==> src/sh_periph_consts.svh <==
`ifndef SH_PERIPH_CONSTS_SVH
`define SH_PERIPH_CONSTS_SVH

// Address areas
`define SH_AREA_RAM        4'hE
`define SH_AREA_PERIPH     4'hF

// Peripheral blocks inside the peripheral area
`define SH_BLK_INTC        4'd0
`define SH_BLK_WDT         4'd1

// Interrupt controller register indexes
`define SH_REG_IPRA        6'd0
`define SH_REG_IPRB        6'd1

// Timer register indexes
`define SH_REG_TCSR        6'd0
`define SH_REG_TCNT        6'd1

// Write keys, carried in wdata[15:8]
`define SH_KEY_TCSR        8'hA5
`define SH_KEY_TCNT        8'h5A

// Vector numbers, IRQ0 to IRQ3 are consecutive
`define SH_VEC_NMI         8'd11
`define SH_VEC_IRQ0        8'd64
`define SH_VEC_ITI         8'd120

`define SH_LVL_NMI         4'd15

// Length of the watchdog overflow pulse in cycles
`define SH_WDT_OVF_CYCLES  16

`define SH_RAM_WORDS       64

`endif

==> src/sh_bus_pkg.sv <==
package sh_bus_pkg;

	// Decoded view of a bus address
	typedef struct packed {
		logic [3:0]  area;
		logic [11:0] pad;
		logic [3:0]  block;
		logic [5:0]  reg_idx;
		logic [1:0]  lane;
	} bus_addr_f_t;

	// Same 28-bit word, raw or split into fields
	typedef union packed {
		logic [27:0] raw;
		bus_addr_f_t fld;
	} bus_addr_u;

	// One request from the bus master, req is a single-cycle strobe
	typedef struct packed {
		logic        req;
		logic        we;
		logic [3:0]  be;
		bus_addr_u   addr;
		logic [31:0] wdata;
	} bus_req_t;

	// Read response of one slave
	typedef struct packed {
		logic        act;
		logic [31:0] rdata;
	} slave_rsp_t;

endpackage

==> src/sh_ctl_pkg.sv <==
package sh_ctl_pkg;

	typedef logic [3:0] int_lvl_t;
	typedef logic [7:0] int_vec_t;

	// Interrupt request presented to the CPU side
	typedef struct packed {
		logic     req;
		int_lvl_t lvl;
		int_vec_t vec;
	} int_out_t;

	// One-cycle strobes from the prescaler
	typedef struct packed {
		logic div2;
		logic div64;
		logic div128;
		logic div256;
		logic div512;
		logic div1024;
		logic div4096;
		logic div8192;
	} presc_tap_t;

endpackage

==> src/sh_intc.sv <==
`include "sh_periph_consts.svh"

module sh_intc
	import sh_bus_pkg::*;
	import sh_ctl_pkg::*;
(
	input  logic       CLK,
	input  logic       RST_N,
	input  bus_req_t   bus,
	output slave_rsp_t rsp,
	input  logic       nmi_n,
	input  logic [3:0] irq_n,
	input  logic       iti,
	input  int_lvl_t   int_mask,
	input  logic       int_ack,
	output int_out_t   int_out
);

	// Source 0 is NMI, 1 to 4 are IRQ0 to IRQ3, 5 is ITI
	localparam int NSRC = 6;

	logic             sel;
	logic             nmi_q;
	logic             nmi_qq;
	logic [3:0]       irq_q;
	logic [3:0]       irq_qq;
	logic [4:0]       fall;
	logic [4:0]       pend;
	logic [4:0]       clr;
	logic [15:0]      ipra;
	int_lvl_t         iprb;
	int_lvl_t         src_lvl [NSRC];
	int_vec_t         src_vec [NSRC];
	logic [NSRC-1:0]  elig;
	logic             found;
	logic [2:0]       win;
	int_lvl_t         win_lvl;
	logic [2:0]       cur_src;
	logic             act_r;
	logic [31:0]      rdata_r;

	assign sel = bus.req && bus.addr.fld.area == `SH_AREA_PERIPH &&
		bus.addr.fld.block == `SH_BLK_INTC;

	always_ff @(posedge CLK or negedge RST_N) begin
		if (!RST_N) begin
			ipra <= '0;
			iprb <= '0;
		end else if (sel && bus.we) begin
			case (bus.addr.fld.reg_idx)
				`SH_REG_IPRA: ipra <= bus.wdata[15:0];
				`SH_REG_IPRB: iprb <= bus.wdata[3:0];
				default: ;
			endcase
		end
	end

	// Pin sampling and falling edge detect
	assign fall = {irq_qq & ~irq_q, nmi_qq & ~nmi_q};
	assign clr  = (int_ack && int_out.req && cur_src < 3'd5) ? 5'(5'b1 << cur_src) : '0;

	always_ff @(posedge CLK or negedge RST_N) begin
		if (!RST_N) begin
			nmi_q  <= 1'b1;
			nmi_qq <= 1'b1;
			irq_q  <= '1;
			irq_qq <= '1;
			pend   <= '0;
		end else begin
			nmi_q  <= nmi_n;
			nmi_qq <= nmi_q;
			irq_q  <= irq_n;
			irq_qq <= irq_q;
			// A new edge wins over an acknowledge in the same cycle
			pend   <= (pend & ~clr) | fall;
		end
	end

	always_comb begin
		src_lvl[0] = `SH_LVL_NMI;
		src_vec[0] = `SH_VEC_NMI;
		elig[0]    = pend[0];
		for (int k = 0; k < 4; k++) begin
			src_lvl[k+1] = ipra[4*k +: 4];
			src_vec[k+1] = `SH_VEC_IRQ0 + 8'(k);
			elig[k+1]    = pend[k+1] && src_lvl[k+1] > int_mask;
		end
		src_lvl[5] = iprb;
		src_vec[5] = `SH_VEC_ITI;
		elig[5]    = iti && iprb > int_mask;
	end

	// Highest level wins, ties keep the lower source index
	always_comb begin
		found   = 1'b0;
		win     = '0;
		win_lvl = '0;
		for (int i = 0; i < NSRC; i++) begin
			if (elig[i] && (!found || src_lvl[i] > win_lvl)) begin
				found   = 1'b1;
				win     = 3'(i);
				win_lvl = src_lvl[i];
			end
		end
	end

	always_ff @(posedge CLK or negedge RST_N) begin
		if (!RST_N) begin
			int_out <= '0;
			cur_src <= '0;
		end else begin
			int_out.req <= found;
			int_out.lvl <= found ? win_lvl : '0;
			int_out.vec <= found ? src_vec[win] : '0;
			cur_src     <= win;
		end
	end

	always_ff @(posedge CLK or negedge RST_N) begin
		if (!RST_N) begin
			act_r <= 1'b0;
		end else begin
			act_r <= sel && !bus.we;
		end
	end

	always_ff @(posedge CLK) begin
		if (sel && !bus.we) begin
			case (bus.addr.fld.reg_idx)
				`SH_REG_IPRA: rdata_r <= {16'd0, ipra};
				`SH_REG_IPRB: rdata_r <= {28'd0, iprb};
				default:      rdata_r <= '0;
			endcase
		end
	end

	assign rsp.act   = act_r;
	assign rsp.rdata = rdata_r;

	// Output is registered, so compare against last cycle's mask
	a_lvl_above_mask: assert property (
		@(posedge CLK) disable iff (!RST_N)
		int_out.req && int_out.vec != `SH_VEC_NMI |-> int_out.lvl > $past(int_mask)
	);

endmodule

==> src/sh_periph_top.sv <==
module sh_periph_top
	import sh_bus_pkg::*;
	import sh_ctl_pkg::*;
(
	input  logic        CLK,
	input  logic        RST_N,
	input  bus_req_t    bus,
	output logic [31:0] rdata,
	input  logic        nmi_n,
	input  logic [3:0]  irq_n,
	input  int_lvl_t    int_mask,
	input  logic        int_ack,
	output int_out_t    int_out,
	output logic        wdtovf_n
);

	presc_tap_t taps;
	slave_rsp_t ram_rsp;
	slave_rsp_t intc_rsp;
	slave_rsp_t wdt_rsp;
	logic       iti;

	sh_prescaler presc (
		.CLK   (CLK),
		.RST_N (RST_N),
		.taps  (taps)
	);

	sh_ram ram (
		.CLK   (CLK),
		.RST_N (RST_N),
		.bus   (bus),
		.rsp   (ram_rsp)
	);

	sh_wdt wdt (
		.CLK      (CLK),
		.RST_N    (RST_N),
		.bus      (bus),
		.taps     (taps),
		.rsp      (wdt_rsp),
		.iti      (iti),
		.wdtovf_n (wdtovf_n)
	);

	sh_intc intc (
		.CLK      (CLK),
		.RST_N    (RST_N),
		.bus      (bus),
		.rsp      (intc_rsp),
		.nmi_n    (nmi_n),
		.irq_n    (irq_n),
		.iti      (iti),
		.int_mask (int_mask),
		.int_ack  (int_ack),
		.int_out  (int_out)
	);

	// Read data by priority of the answering block
	always_comb begin
		if (intc_rsp.act) begin
			rdata = intc_rsp.rdata;
		end else if (wdt_rsp.act) begin
			rdata = wdt_rsp.rdata;
		end else if (ram_rsp.act) begin
			rdata = ram_rsp.rdata;
		end else begin
			rdata = '0;
		end
	end

endmodule

==> src/sh_prescaler.sv <==
module sh_prescaler
	import sh_ctl_pkg::*;
(
	input  logic       CLK,
	input  logic       RST_N,
	output presc_tap_t taps
);

	logic [12:0] cnt;

	// Free-running divider, a tap fires when its low bits are all ones
	always_ff @(posedge CLK or negedge RST_N) begin
		if (!RST_N) begin
			cnt  <= '0;
			taps <= '0;
		end else begin
			cnt          <= cnt + 13'd1;
			taps.div2    <= cnt[0];
			taps.div64   <= &cnt[5:0];
			taps.div128  <= &cnt[6:0];
			taps.div256  <= &cnt[7:0];
			taps.div512  <= &cnt[8:0];
			taps.div1024 <= &cnt[9:0];
			taps.div4096 <= &cnt[11:0];
			taps.div8192 <= &cnt[12:0];
		end
	end

endmodule

==> src/sh_ram.sv <==
`include "sh_periph_consts.svh"

module sh_ram
	import sh_bus_pkg::*;
(
	input  logic       CLK,
	input  logic       RST_N,
	input  bus_req_t   bus,
	output slave_rsp_t rsp
);

	logic        sel;
	logic [5:0]  idx;
	logic [31:0] mem [`SH_RAM_WORDS];
	logic        act_r;
	logic [31:0] rdata_r;

	assign sel = bus.req && bus.addr.fld.area == `SH_AREA_RAM;
	// Upper address bits are not decoded, so the array aliases
	assign idx = bus.addr.fld.reg_idx;

	always_ff @(posedge CLK) begin
		if (sel && bus.we) begin
			for (int b = 0; b < 4; b++) begin
				if (bus.be[b]) begin
					mem[idx][8*b +: 8] <= bus.wdata[8*b +: 8];
				end
			end
		end
		if (sel && !bus.we) begin
			rdata_r <= mem[idx];
		end
	end

	always_ff @(posedge CLK or negedge RST_N) begin
		if (!RST_N) begin
			act_r <= 1'b0;
		end else begin
			act_r <= sel && !bus.we;
		end
	end

	assign rsp.act   = act_r;
	assign rsp.rdata = rdata_r;

	a_act_after_req: assert property (
		@(posedge CLK) disable iff (!RST_N) rsp.act |-> $past(bus.req)
	);

endmodule

==> src/sh_wdt.sv <==
`include "sh_periph_consts.svh"

module sh_wdt
	import sh_bus_pkg::*;
	import sh_ctl_pkg::*;
(
	input  logic       CLK,
	input  logic       RST_N,
	input  bus_req_t   bus,
	input  presc_tap_t taps,
	output slave_rsp_t rsp,
	output logic       iti,
	output logic       wdtovf_n
);

	localparam int OVF_W = $clog2(`SH_WDT_OVF_CYCLES + 1);

	logic             sel;
	logic             tcsr_wr;
	logic             tcnt_wr;
	logic [7:0]       tcsr;
	logic [7:0]       tcnt;
	logic [7:0]       tcsr_d;
	logic [7:0]       tcnt_d;
	logic [7:0]       tap_vec;
	logic             tick;
	logic             wrap;
	logic [OVF_W-1:0] ovf_cnt;
	logic             act_r;
	logic [31:0]      rdata_r;

	assign sel = bus.req && bus.addr.fld.area == `SH_AREA_PERIPH &&
		bus.addr.fld.block == `SH_BLK_WDT;
	assign tcsr_wr = sel && bus.we && bus.addr.fld.reg_idx == `SH_REG_TCSR &&
		bus.wdata[15:8] == `SH_KEY_TCSR;
	assign tcnt_wr = sel && bus.we && bus.addr.fld.reg_idx == `SH_REG_TCNT &&
		bus.wdata[15:8] == `SH_KEY_TCNT;

	// Clock select 0 to 7 picks div2 through div8192
	assign tap_vec = {taps.div8192, taps.div4096, taps.div1024, taps.div512,
		taps.div256, taps.div128, taps.div64, taps.div2};
	assign tick = tcsr[5] && tap_vec[tcsr[2:0]];
	assign wrap = tick && tcnt == 8'hFF && !tcnt_wr;

	always_comb begin
		tcnt_d = tcnt;
		if (tcnt_wr) begin
			tcnt_d = bus.wdata[7:0];
		end else if (tick) begin
			tcnt_d = tcnt + 8'd1;
		end

		tcsr_d = tcsr;
		if (tcsr_wr) begin
			tcsr_d = bus.wdata[7:0];
		end else if (wrap) begin
			tcsr_d[7] = 1'b1;
		end
	end

	always_ff @(posedge CLK or negedge RST_N) begin
		if (!RST_N) begin
			tcsr <= '0;
			tcnt <= '0;
		end else begin
			tcsr <= tcsr_d;
			tcnt <= tcnt_d;
		end
	end

	// Overflow pulse in watchdog mode, released at once in interval mode
	always_ff @(posedge CLK or negedge RST_N) begin
		if (!RST_N) begin
			wdtovf_n <= 1'b1;
			ovf_cnt  <= '0;
		end else if (wrap && tcsr_d[6]) begin
			wdtovf_n <= 1'b0;
			ovf_cnt  <= OVF_W'(`SH_WDT_OVF_CYCLES - 1);
		end else if (!tcsr_d[6]) begin
			wdtovf_n <= 1'b1;
			ovf_cnt  <= '0;
		end else if (ovf_cnt != '0) begin
			ovf_cnt <= ovf_cnt - 1'b1;
		end else begin
			wdtovf_n <= 1'b1;
		end
	end

	assign iti = tcsr[7] && !tcsr[6];

	always_ff @(posedge CLK or negedge RST_N) begin
		if (!RST_N) begin
			act_r <= 1'b0;
		end else begin
			act_r <= sel && !bus.we;
		end
	end

	always_ff @(posedge CLK) begin
		if (sel && !bus.we) begin
			case (bus.addr.fld.reg_idx)
				`SH_REG_TCSR: rdata_r <= {24'd0, tcsr};
				`SH_REG_TCNT: rdata_r <= {24'd0, tcnt};
				default:      rdata_r <= '0;
			endcase
		end
	end

	assign rsp.act   = act_r;
	assign rsp.rdata = rdata_r;

	a_no_ovf_in_interval: assert property (
		@(posedge CLK) disable iff (!RST_N) !tcsr[6] |-> wdtovf_n
	);

endmodule

==> config.mk <==
export PLATFORM = sky130hd
export DESIGN_NAME = sh_periph_top
export DESIGN_NICKNAME = d
export VERILOG_FILES = /design/src/sh_bus_pkg.sv /design/src/sh_ctl_pkg.sv /design/src/sh_intc.sv /design/src/sh_periph_top.sv /design/src/sh_prescaler.sv /design/src/sh_ram.sv /design/src/sh_wdt.sv
export VERILOG_INCLUDE_DIRS = /design/src
export SDC_FILE = /design/constraint.sdc
export NUM_CORES = 2
export LEC_CHECK = 0
export BUFFER_PORTS_ARGS = -buffer_cell sky130_fd_sc_hd__buf_2
export CAP_MARGIN = 20
export CORE_MARGIN = 2
export CORE_UTILIZATION = 40
export CTS_BUF_LIST = sky130_fd_sc_hd__clkbuf_8
export DETAILED_ROUTE_END_ITERATION = 8
export SLEW_MARGIN = 20
export SYNTH_ARGS = -nofsm -noshare
export SYNTH_HDL_FRONTEND = slang
export SYNTH_SLANG_ARGS = --single-unit
==> constraint.sdc <==
create_clock -name CLK -period 8.2 [get_ports CLK]
set_clock_uncertainty 0.15 [all_clocks]
set_input_delay 0 -clock CLK [delete_from_list [all_inputs] [get_ports CLK]]
set_output_delay 0 -clock CLK [all_outputs]
set_load 0.01 [all_outputs]
Word level (Yosys, flattened, before mapping)

Memories as Yosys holds them, arrays and structs flattened. A register that Yosys moved wholly into a read port is not among the register bits.
Index checks and enable logic that the tools add are counted.

Output and inout port bits: 46
Register bits: 161
Bits of input ports: 78
Memories kept: 2
Memory bits (writable): 2048
ROM bits: 64
Logic and storage cells: 177

Mux-type cells: 52
Eq/ne operators: 9
Bitwise operators: 8
$lt $le $gt $ge: 13
Shifts and indexed selects: 1
Reduce and logical (&&, ||, !) cells: 58
Add/subtract/negate cells: 3

Memory list:

| memory           | depth | width | read ports | clocked after memory_dff | write ports | line           | RTL |
|---|---|---|---|---|---|---|---|
| ram.mem          | 64    | 32    | 1          | 1                        | 1           | sh_ram.sv:14   | `` logic [31:0] mem [`SH_RAM_WORDS]; `` |
| (name not given) | 8     | 8     | 1          | 0                        | 0           | sh_intc.sv:114 | `int_out.vec <= found ? src_vec[win] : '0;` |

Operators by type and width:

| cell                                          | number |
|---|---|
| 2-to-1 mux 32 bit                             | 3 |
| > comparator 4 bit                            | 10 |
| 2-to-1 mux 8 bit                              | 5 |
| one-hot mux 16 bit (2 select lines)           | 1 |
| logical AND 1 bit                             | 31 |
| 2-to-1 mux 4 bit                              | 7 |
| 2-to-1 mux 1 bit                              | 25 |
| 2-to-1 mux 5 bit                              | 4 |
| == test 8 bit, second input constant          | 2 |
| one-hot mux 8 bit (2 select lines)            | 1 |
| adder 13 x 1 -> 13 bit, second input constant | 1 |
| AND reduction 13 bit                          | 1 |
| AND reduction 12 bit                          | 1 |
| AND reduction 10 bit                          | 1 |
| AND reduction 9 bit                           | 1 |
| adder 8 x 1 -> 8 bit, second input constant   | 1 |
| == test 4 bit, second input constant          | 2 |
| == test 8 x 7 -> 1 bit, second input constant | 1 |
| logical NOT 1 bit                             | 8 |
| AND reduction 8 bit                           | 1 |
| 2-to-1 mux 7 bit                              | 1 |
| AND reduction 7 bit                           | 1 |
| == test 6 x 1 -> 1 bit, second input constant | 1 |
| logical NOT 6 bit                             | 1 |
| other kinds (24)                              | 33 |

Longest topological paths before layout

Word-level depth: 26
Mapped depth: 47
Depth with buffers taken out: 45

Cells and area by module

Synthesis repeated with hierarchy kept, for this count alone.

Cell total of the unflattened synthesis: 5223
Area, all modules: 86928.4 um2

Modules (own cells, without submodules):

| module        | cells each | area an instance (um2) | seq. area each (um2) | times used |
|---|---|---|---|---|
| sh_ram        | 4488       | 79507.5                | 62484.9              | 1 |
| sh_intc       | 361        | 3901.2                 | 1719.1               | 1 |
| sh_wdt        | 173        | 1841.8                 | 817.0                | 1 |
| sh_periph_top | 145        | 888.4                  | 0.0                  | 1 |
| sh_prescaler  | 56         | 789.5                  | 525.5                | 1 |

Least setup slack after synthesis

OpenSTA, ideal clock, no wires.

Path kind: register to register
Start point: reg intc.pend[0]
End point: reg, netlist name intc.int_out[1]
Setup time: 0.133 ns
Clock period less this slack: 8.060 ns
Path buffers: 2
Data arrival time: 7.777 ns
Path slack: 0.140 ns
Stages on the path, launching flop included: 44
Data required time: 7.917 ns
Cells stage by stage: dfrtp_1 inv_1 ha_1 nor2b_1 o2111ai_1 and3_4 nand2b_1 mux2i_1 ha_1 nand2_1 or4_1 nand4_2 a41o_1 nor2_1 ha_1 nor2b_1 o21ai_0 nand2b_1 [8 not listed] nand2b_1 a21oi_1 a41o_1 a21o_1 clkbuf_1 mux2_2 ha_1 nor2b_1 o21ai_0 nand2b_1 a21oi_1 a41o_1 a211o_1 clkbuf_1 and2_1 o21ai_0 ha_1 a21oi_1

Cells in the longest elaborated chain, start to end: 26
Elaborated cells between the ends (all ways): 41
Classes of those cells: order compare (5); mux (19); bitwise (1); reduce/logical (15); memory (1)

Ends and longest elaborated chain:

| element                                                        | line           | RTL |
|---|---|---|
| start, declared                                                | sh_intc.sv:28  | `logic [4:0] pend;` |
| start signal, assigned                                         | sh_intc.sv:75  | `pend <= (pend & ~clr) \| fall;` |
| 2-to-1 mux 4 bit / 2-to-1 mux 1 bit (equally long branches)    | sh_intc.sv:99  | `if (elig[i] && (!found \|\| src_lvl[i] > win_lvl)) begin` |
| > comparator 4 bit / logical NOT 1 bit (equally long branches) | sh_intc.sv:99  |  |
| logical OR 1 bit                                               | sh_intc.sv:99  |  |
| logical AND 1 bit                                              | sh_intc.sv:99  |  |
| 2-to-1 mux 4 bit / 2-to-1 mux 1 bit (equally long branches)    | sh_intc.sv:99  |  |
| > comparator 4 bit / logical NOT 1 bit (equally long branches) | sh_intc.sv:99  |  |
| logical OR 1 bit                                               | sh_intc.sv:99  |  |
| logical AND 1 bit                                              | sh_intc.sv:99  |  |
| [9 not listed]                                                 | n/a            |  |
| > comparator 4 bit / logical NOT 1 bit (equally long branches) | sh_intc.sv:99  |  |
| logical OR 1 bit                                               | sh_intc.sv:99  |  |
| logical AND 1 bit                                              | sh_intc.sv:99  |  |
| 2-to-1 mux 3 bit                                               | sh_intc.sv:99  |  |
| NOT 3 -> 4 bit (implied by the code)                           | sh_intc.sv:114 |  |
| memory (8 x 8 bit)                                             | n/a            |  |
| 2-to-1 mux 8 bit (implied by the code) (2 in a row)            | sh_intc.sv:114 |  |
| 2-to-1 mux 8 bit (*)                                           | sh_intc.sv:114 |  |

Every way passes the cells marked *; elsewhere a longest branch is shown, timed or not. The select of a mux whose other input is x is not followed.
A chain may end at the register's enable or synchronous reset.

Worst setup path in the final report

Start point: reg intc.pend[0]
End point: reg, netlist name intc.int_out[3]

Cells in the longest elaborated chain, start to end: 26
Elaborated cells between the ends (all ways): 41
Classes of those cells: order compare (5); mux (19); bitwise (1); reduce/logical (15); memory (1)

Ends and longest elaborated chain:

| element                                                        | line |
|---|---|
| 2-to-1 mux 4 bit / 2-to-1 mux 1 bit (equally long branches)    | sh_intc.sv:99 |
| > comparator 4 bit / logical NOT 1 bit (equally long branches) | sh_intc.sv:99 |
| logical OR 1 bit                                               | sh_intc.sv:99 |
| logical AND 1 bit                                              | sh_intc.sv:99 |
| 2-to-1 mux 4 bit / 2-to-1 mux 1 bit (equally long branches)    | sh_intc.sv:99 |
| > comparator 4 bit / logical NOT 1 bit (equally long branches) | sh_intc.sv:99 |
| logical OR 1 bit                                               | sh_intc.sv:99 |
| logical AND 1 bit                                              | sh_intc.sv:99 |
| [9 not listed]                                                 | n/a |
| > comparator 4 bit / logical NOT 1 bit (equally long branches) | sh_intc.sv:99 |
| logical OR 1 bit                                               | sh_intc.sv:99 |
| logical AND 1 bit                                              | sh_intc.sv:99 |
| 2-to-1 mux 3 bit                                               | sh_intc.sv:99 |
| NOT 3 -> 4 bit (implied by the code)                           | sh_intc.sv:114 |
| memory (8 x 8 bit)                                             | n/a |
| 2-to-1 mux 8 bit (implied by the code) (2 in a row)            | sh_intc.sv:114 |
| 2-to-1 mux 8 bit (*)                                           | sh_intc.sv:114 |

Marks and branches as above.

==> metrics.yaml <==
status: "finished clean"
post-route-min-period_ns: 7.776
critPathMostFrequentCell: "a41o_1"
rows: 165
route.detailed.drc: 0
grt_pass1_vias: 46413
synth_edf_count: 2104
grt_usage_pct: 22.94
dieArea_um2: 208100
clockRootBuffer: "clkbuf_8"
cp.required_ns: 8.94
firstDrtPassIters: 8
finalSetupTns_ns: 0
hp-class: "input port to asynchronous set/reset pin"
cp_max_fo: 5
ir_worst_vdd_v: 0.0001572
initial_utilization_pct: 40.33
netlist_top_cells_count: "edfxtp_1 (2104), a22oi_1 (727), nor2_1 (286)"
port_buffers: 107
numCtsBuffers: 356
maxSlewHeadroom_pct: 16.69
cts_tree: "built"
synth_cells: 4721
finalInstanceArea_um2: 92910
place_inst: 7297
boundaryPins: 124
drtIter0Drc: 6421
place_hpwl_um: 137900
drive_gt1_share_pct: 13.57
clkSinkCount: 2198
ys_types: 70
synth_seq_area_share_pct: 80.16
ctsLongestPathBuffers: 4
post-route-period-util_pct: 94.83
via_per_inst: 5.996
power-per-cell-area_nw_per_um2: 235.2
cpPeakStageDelay_ns: 0.56
nFillCells: 17394
drv_slew: 0
globalplace.congestion: 0.8655
synth_top_cell_by_area: "edfxtp_1"
tightestPinTransition_ns: 1.238
syn_area_per_cell_um2: 17.32
ys_ff_latch: 2198
worst_setup_path_end_kind: "flip-flop"
clkTransAtPathRegs_ns: 0.06
die_w_um: 456.1
synth.most_common_cell: "edfxtp_1"
maxCapViolCount: 0
nets: 5218
finalSetupViolCount: 0
grt_max_degree: 108
leakagePower_nw: 29.34
placed_cell_area_um2: 85490
wl_per_cell_um: 30.67
synthFlopType: "edfxtp_1"
async_flop_share_pct: 4.277
antenna_found_initial: 16
yosysWarnings: 0
grt_overflow: 0
place_ws_ns: 0.03577
clkLatencyLatePin_ns: 1.09
ant_nets: 0
critPathKind: "flip-flop to flip-flop"
slowest_stage: "or4_4"
worst_ep_arrival_time_ns: 8.52
fmax_ghz: 0.1286
h-tree-depth: 5
wirelength_um: 246000
power_mw: 21.86
final-hold-violation-count: 0
multi_input_area_um2: 15170
die_y_um: 456.1
synth_top_area_share_pct: 77.27
start_kind: "flip-flop"
grt_pass1_wl_um: 345100
vias: 48094
synth_area_leaders: "edfxtp_1 (77%), a22oi_1 (6.7%), dfrtp_1 (2.5%), a22o_1 (1.9%), a221oi_1 (1.7%)"
core_um2: 202700
syn_area_um2: 81770
syn2layout_area_growth_pct: 13.62
setup_ws_ns: 0.4240
final_cells: 8021
seq_area_um2: 65550
cell families (layout without fill, tap and decap cells):
family,Yosys count,count (layout),share of synthesized area [%]
xor+xnor,21,21,0.2249
fa+ha+maj,46,46,0.7039
other cells,1,9,0.004586
compound gates,1384,1384,12.65
buf+inv,336,956,1.562
flops,2198,2198,80.16
mux,42,42,0.5998
simple gates,693,693,4.096
critical path, delay by kind of cell, from the launching register on:
family	cells	cell delay, ns
buffers and inverters	1	0.16
multiplexers	2	0.55
flip-flops	1	0.39
AO/OA/AOI/OAI	17	2.41
adder cells (fa/ha/maj)	6	1.64
AND/OR/NAND/NOR	16	2.41
routing by layer:
layer | part of all wire [%] | track usage [%] | up-vias
li1 | - | - | 20282
met1 | 40 | 31.40 | 24700
met2 | 46 | 35.34 | 2639
met3 | 9.8 | 5.734 | 453
met4 | 3.7 | 8.761 | 20
met5 | 0.055 | 0.5052 | -
repair_timing:
action	in CTS	in global routing
setup buffers	0	4
pin swaps	0	7
hold buffers	94	13
endpoints found under the setup margin	1	12
hold endpoints to repair	2294	779
resized for setup	1	26
layout make-up:
class	instances	area share, %
Clock buffer	366	5.422
Tap cell	2672	3.598
Clock inverter	240	1.181
Inverter	29	0.1172
Multi-Input combinational cell	2188	16.33
Antenna cell	7	0.01885
Sequential cell	2198	70.55
Timing Repair Buffer	321	2.785
where the power goes:
part | switching [mW] | leakage [nW] | internal (mW)
clock network | 4.23 | 3.55 | 4.26
registers | 0.00866 | 20.2 | 12.3
logic | 0.742 | 5.60 | 0.294
total | 4.98 | 29.3 | 16.9
cells in the final DEF (no fill, tap or decap), drive strengths merged, types with 27 or more instances in the layout:
| cell | count |
|---|---|
| dfrtp | 83 |
| nand4 | 137 |
| inv | 139 |
| buf | 215 |
| o21ai | 27 |
| dlygate4sd3 | 106 |
| clkbuf | 366 |
| nand3 | 55 |
| edfxtp | 2104 |
| mux2 | 36 |
| ha | 46 |
| clkinv | 122 |
| a22oi | 727 |
| a21oi | 123 |
| nand2 | 112 |
| a221oi | 159 |
| a22o | 178 |
| a31oi | 124 |
| nor2 | 287 |
path summary, 6_finish.rpt:
path                               start                to  slack (ns)  cells past startpoint
setup / recovery            intc.pend[0]   intc.int_out[3]        0.42                     42
hold / removal                     RST_N  intc.int_out[12]        0.01                      4
setup reg to reg            intc.pend[0]   intc.int_out[3]        0.42                     42
hold reg to reg            intc.irq_q[2]    intc.irq_qq[2]        0.21                      0
max in group asynchronous          RST_N      intc.ipra[6]        6.53                      5
min in group CLK                  bus[5]     ram.mem[6][5]        0.07                      3
per-stage QoR:
step,utilization (%),hold slack [ns]
floorplan,-,-0.4456
CTS,45.66,0.001482
finish,45.83,0.01107
global placement,42.17,-0.2509
detailed placement,42.17,-0.2436
global route,45.83,0.04525
flip-flops by register name, summed over array words and instances, names as in the netlist, 8 cells and up:
register and flops:
ram.rdata_r 32, wdt.tcsr 8, intc.int_out 10, wdt.tcnt 8, presc.cnt 13, ram.mem 2048
presc.taps 8, wdt.rdata_r 8, intc.ipra 16, intc.rdata_r 16
(Power assumes the default switching activity.)
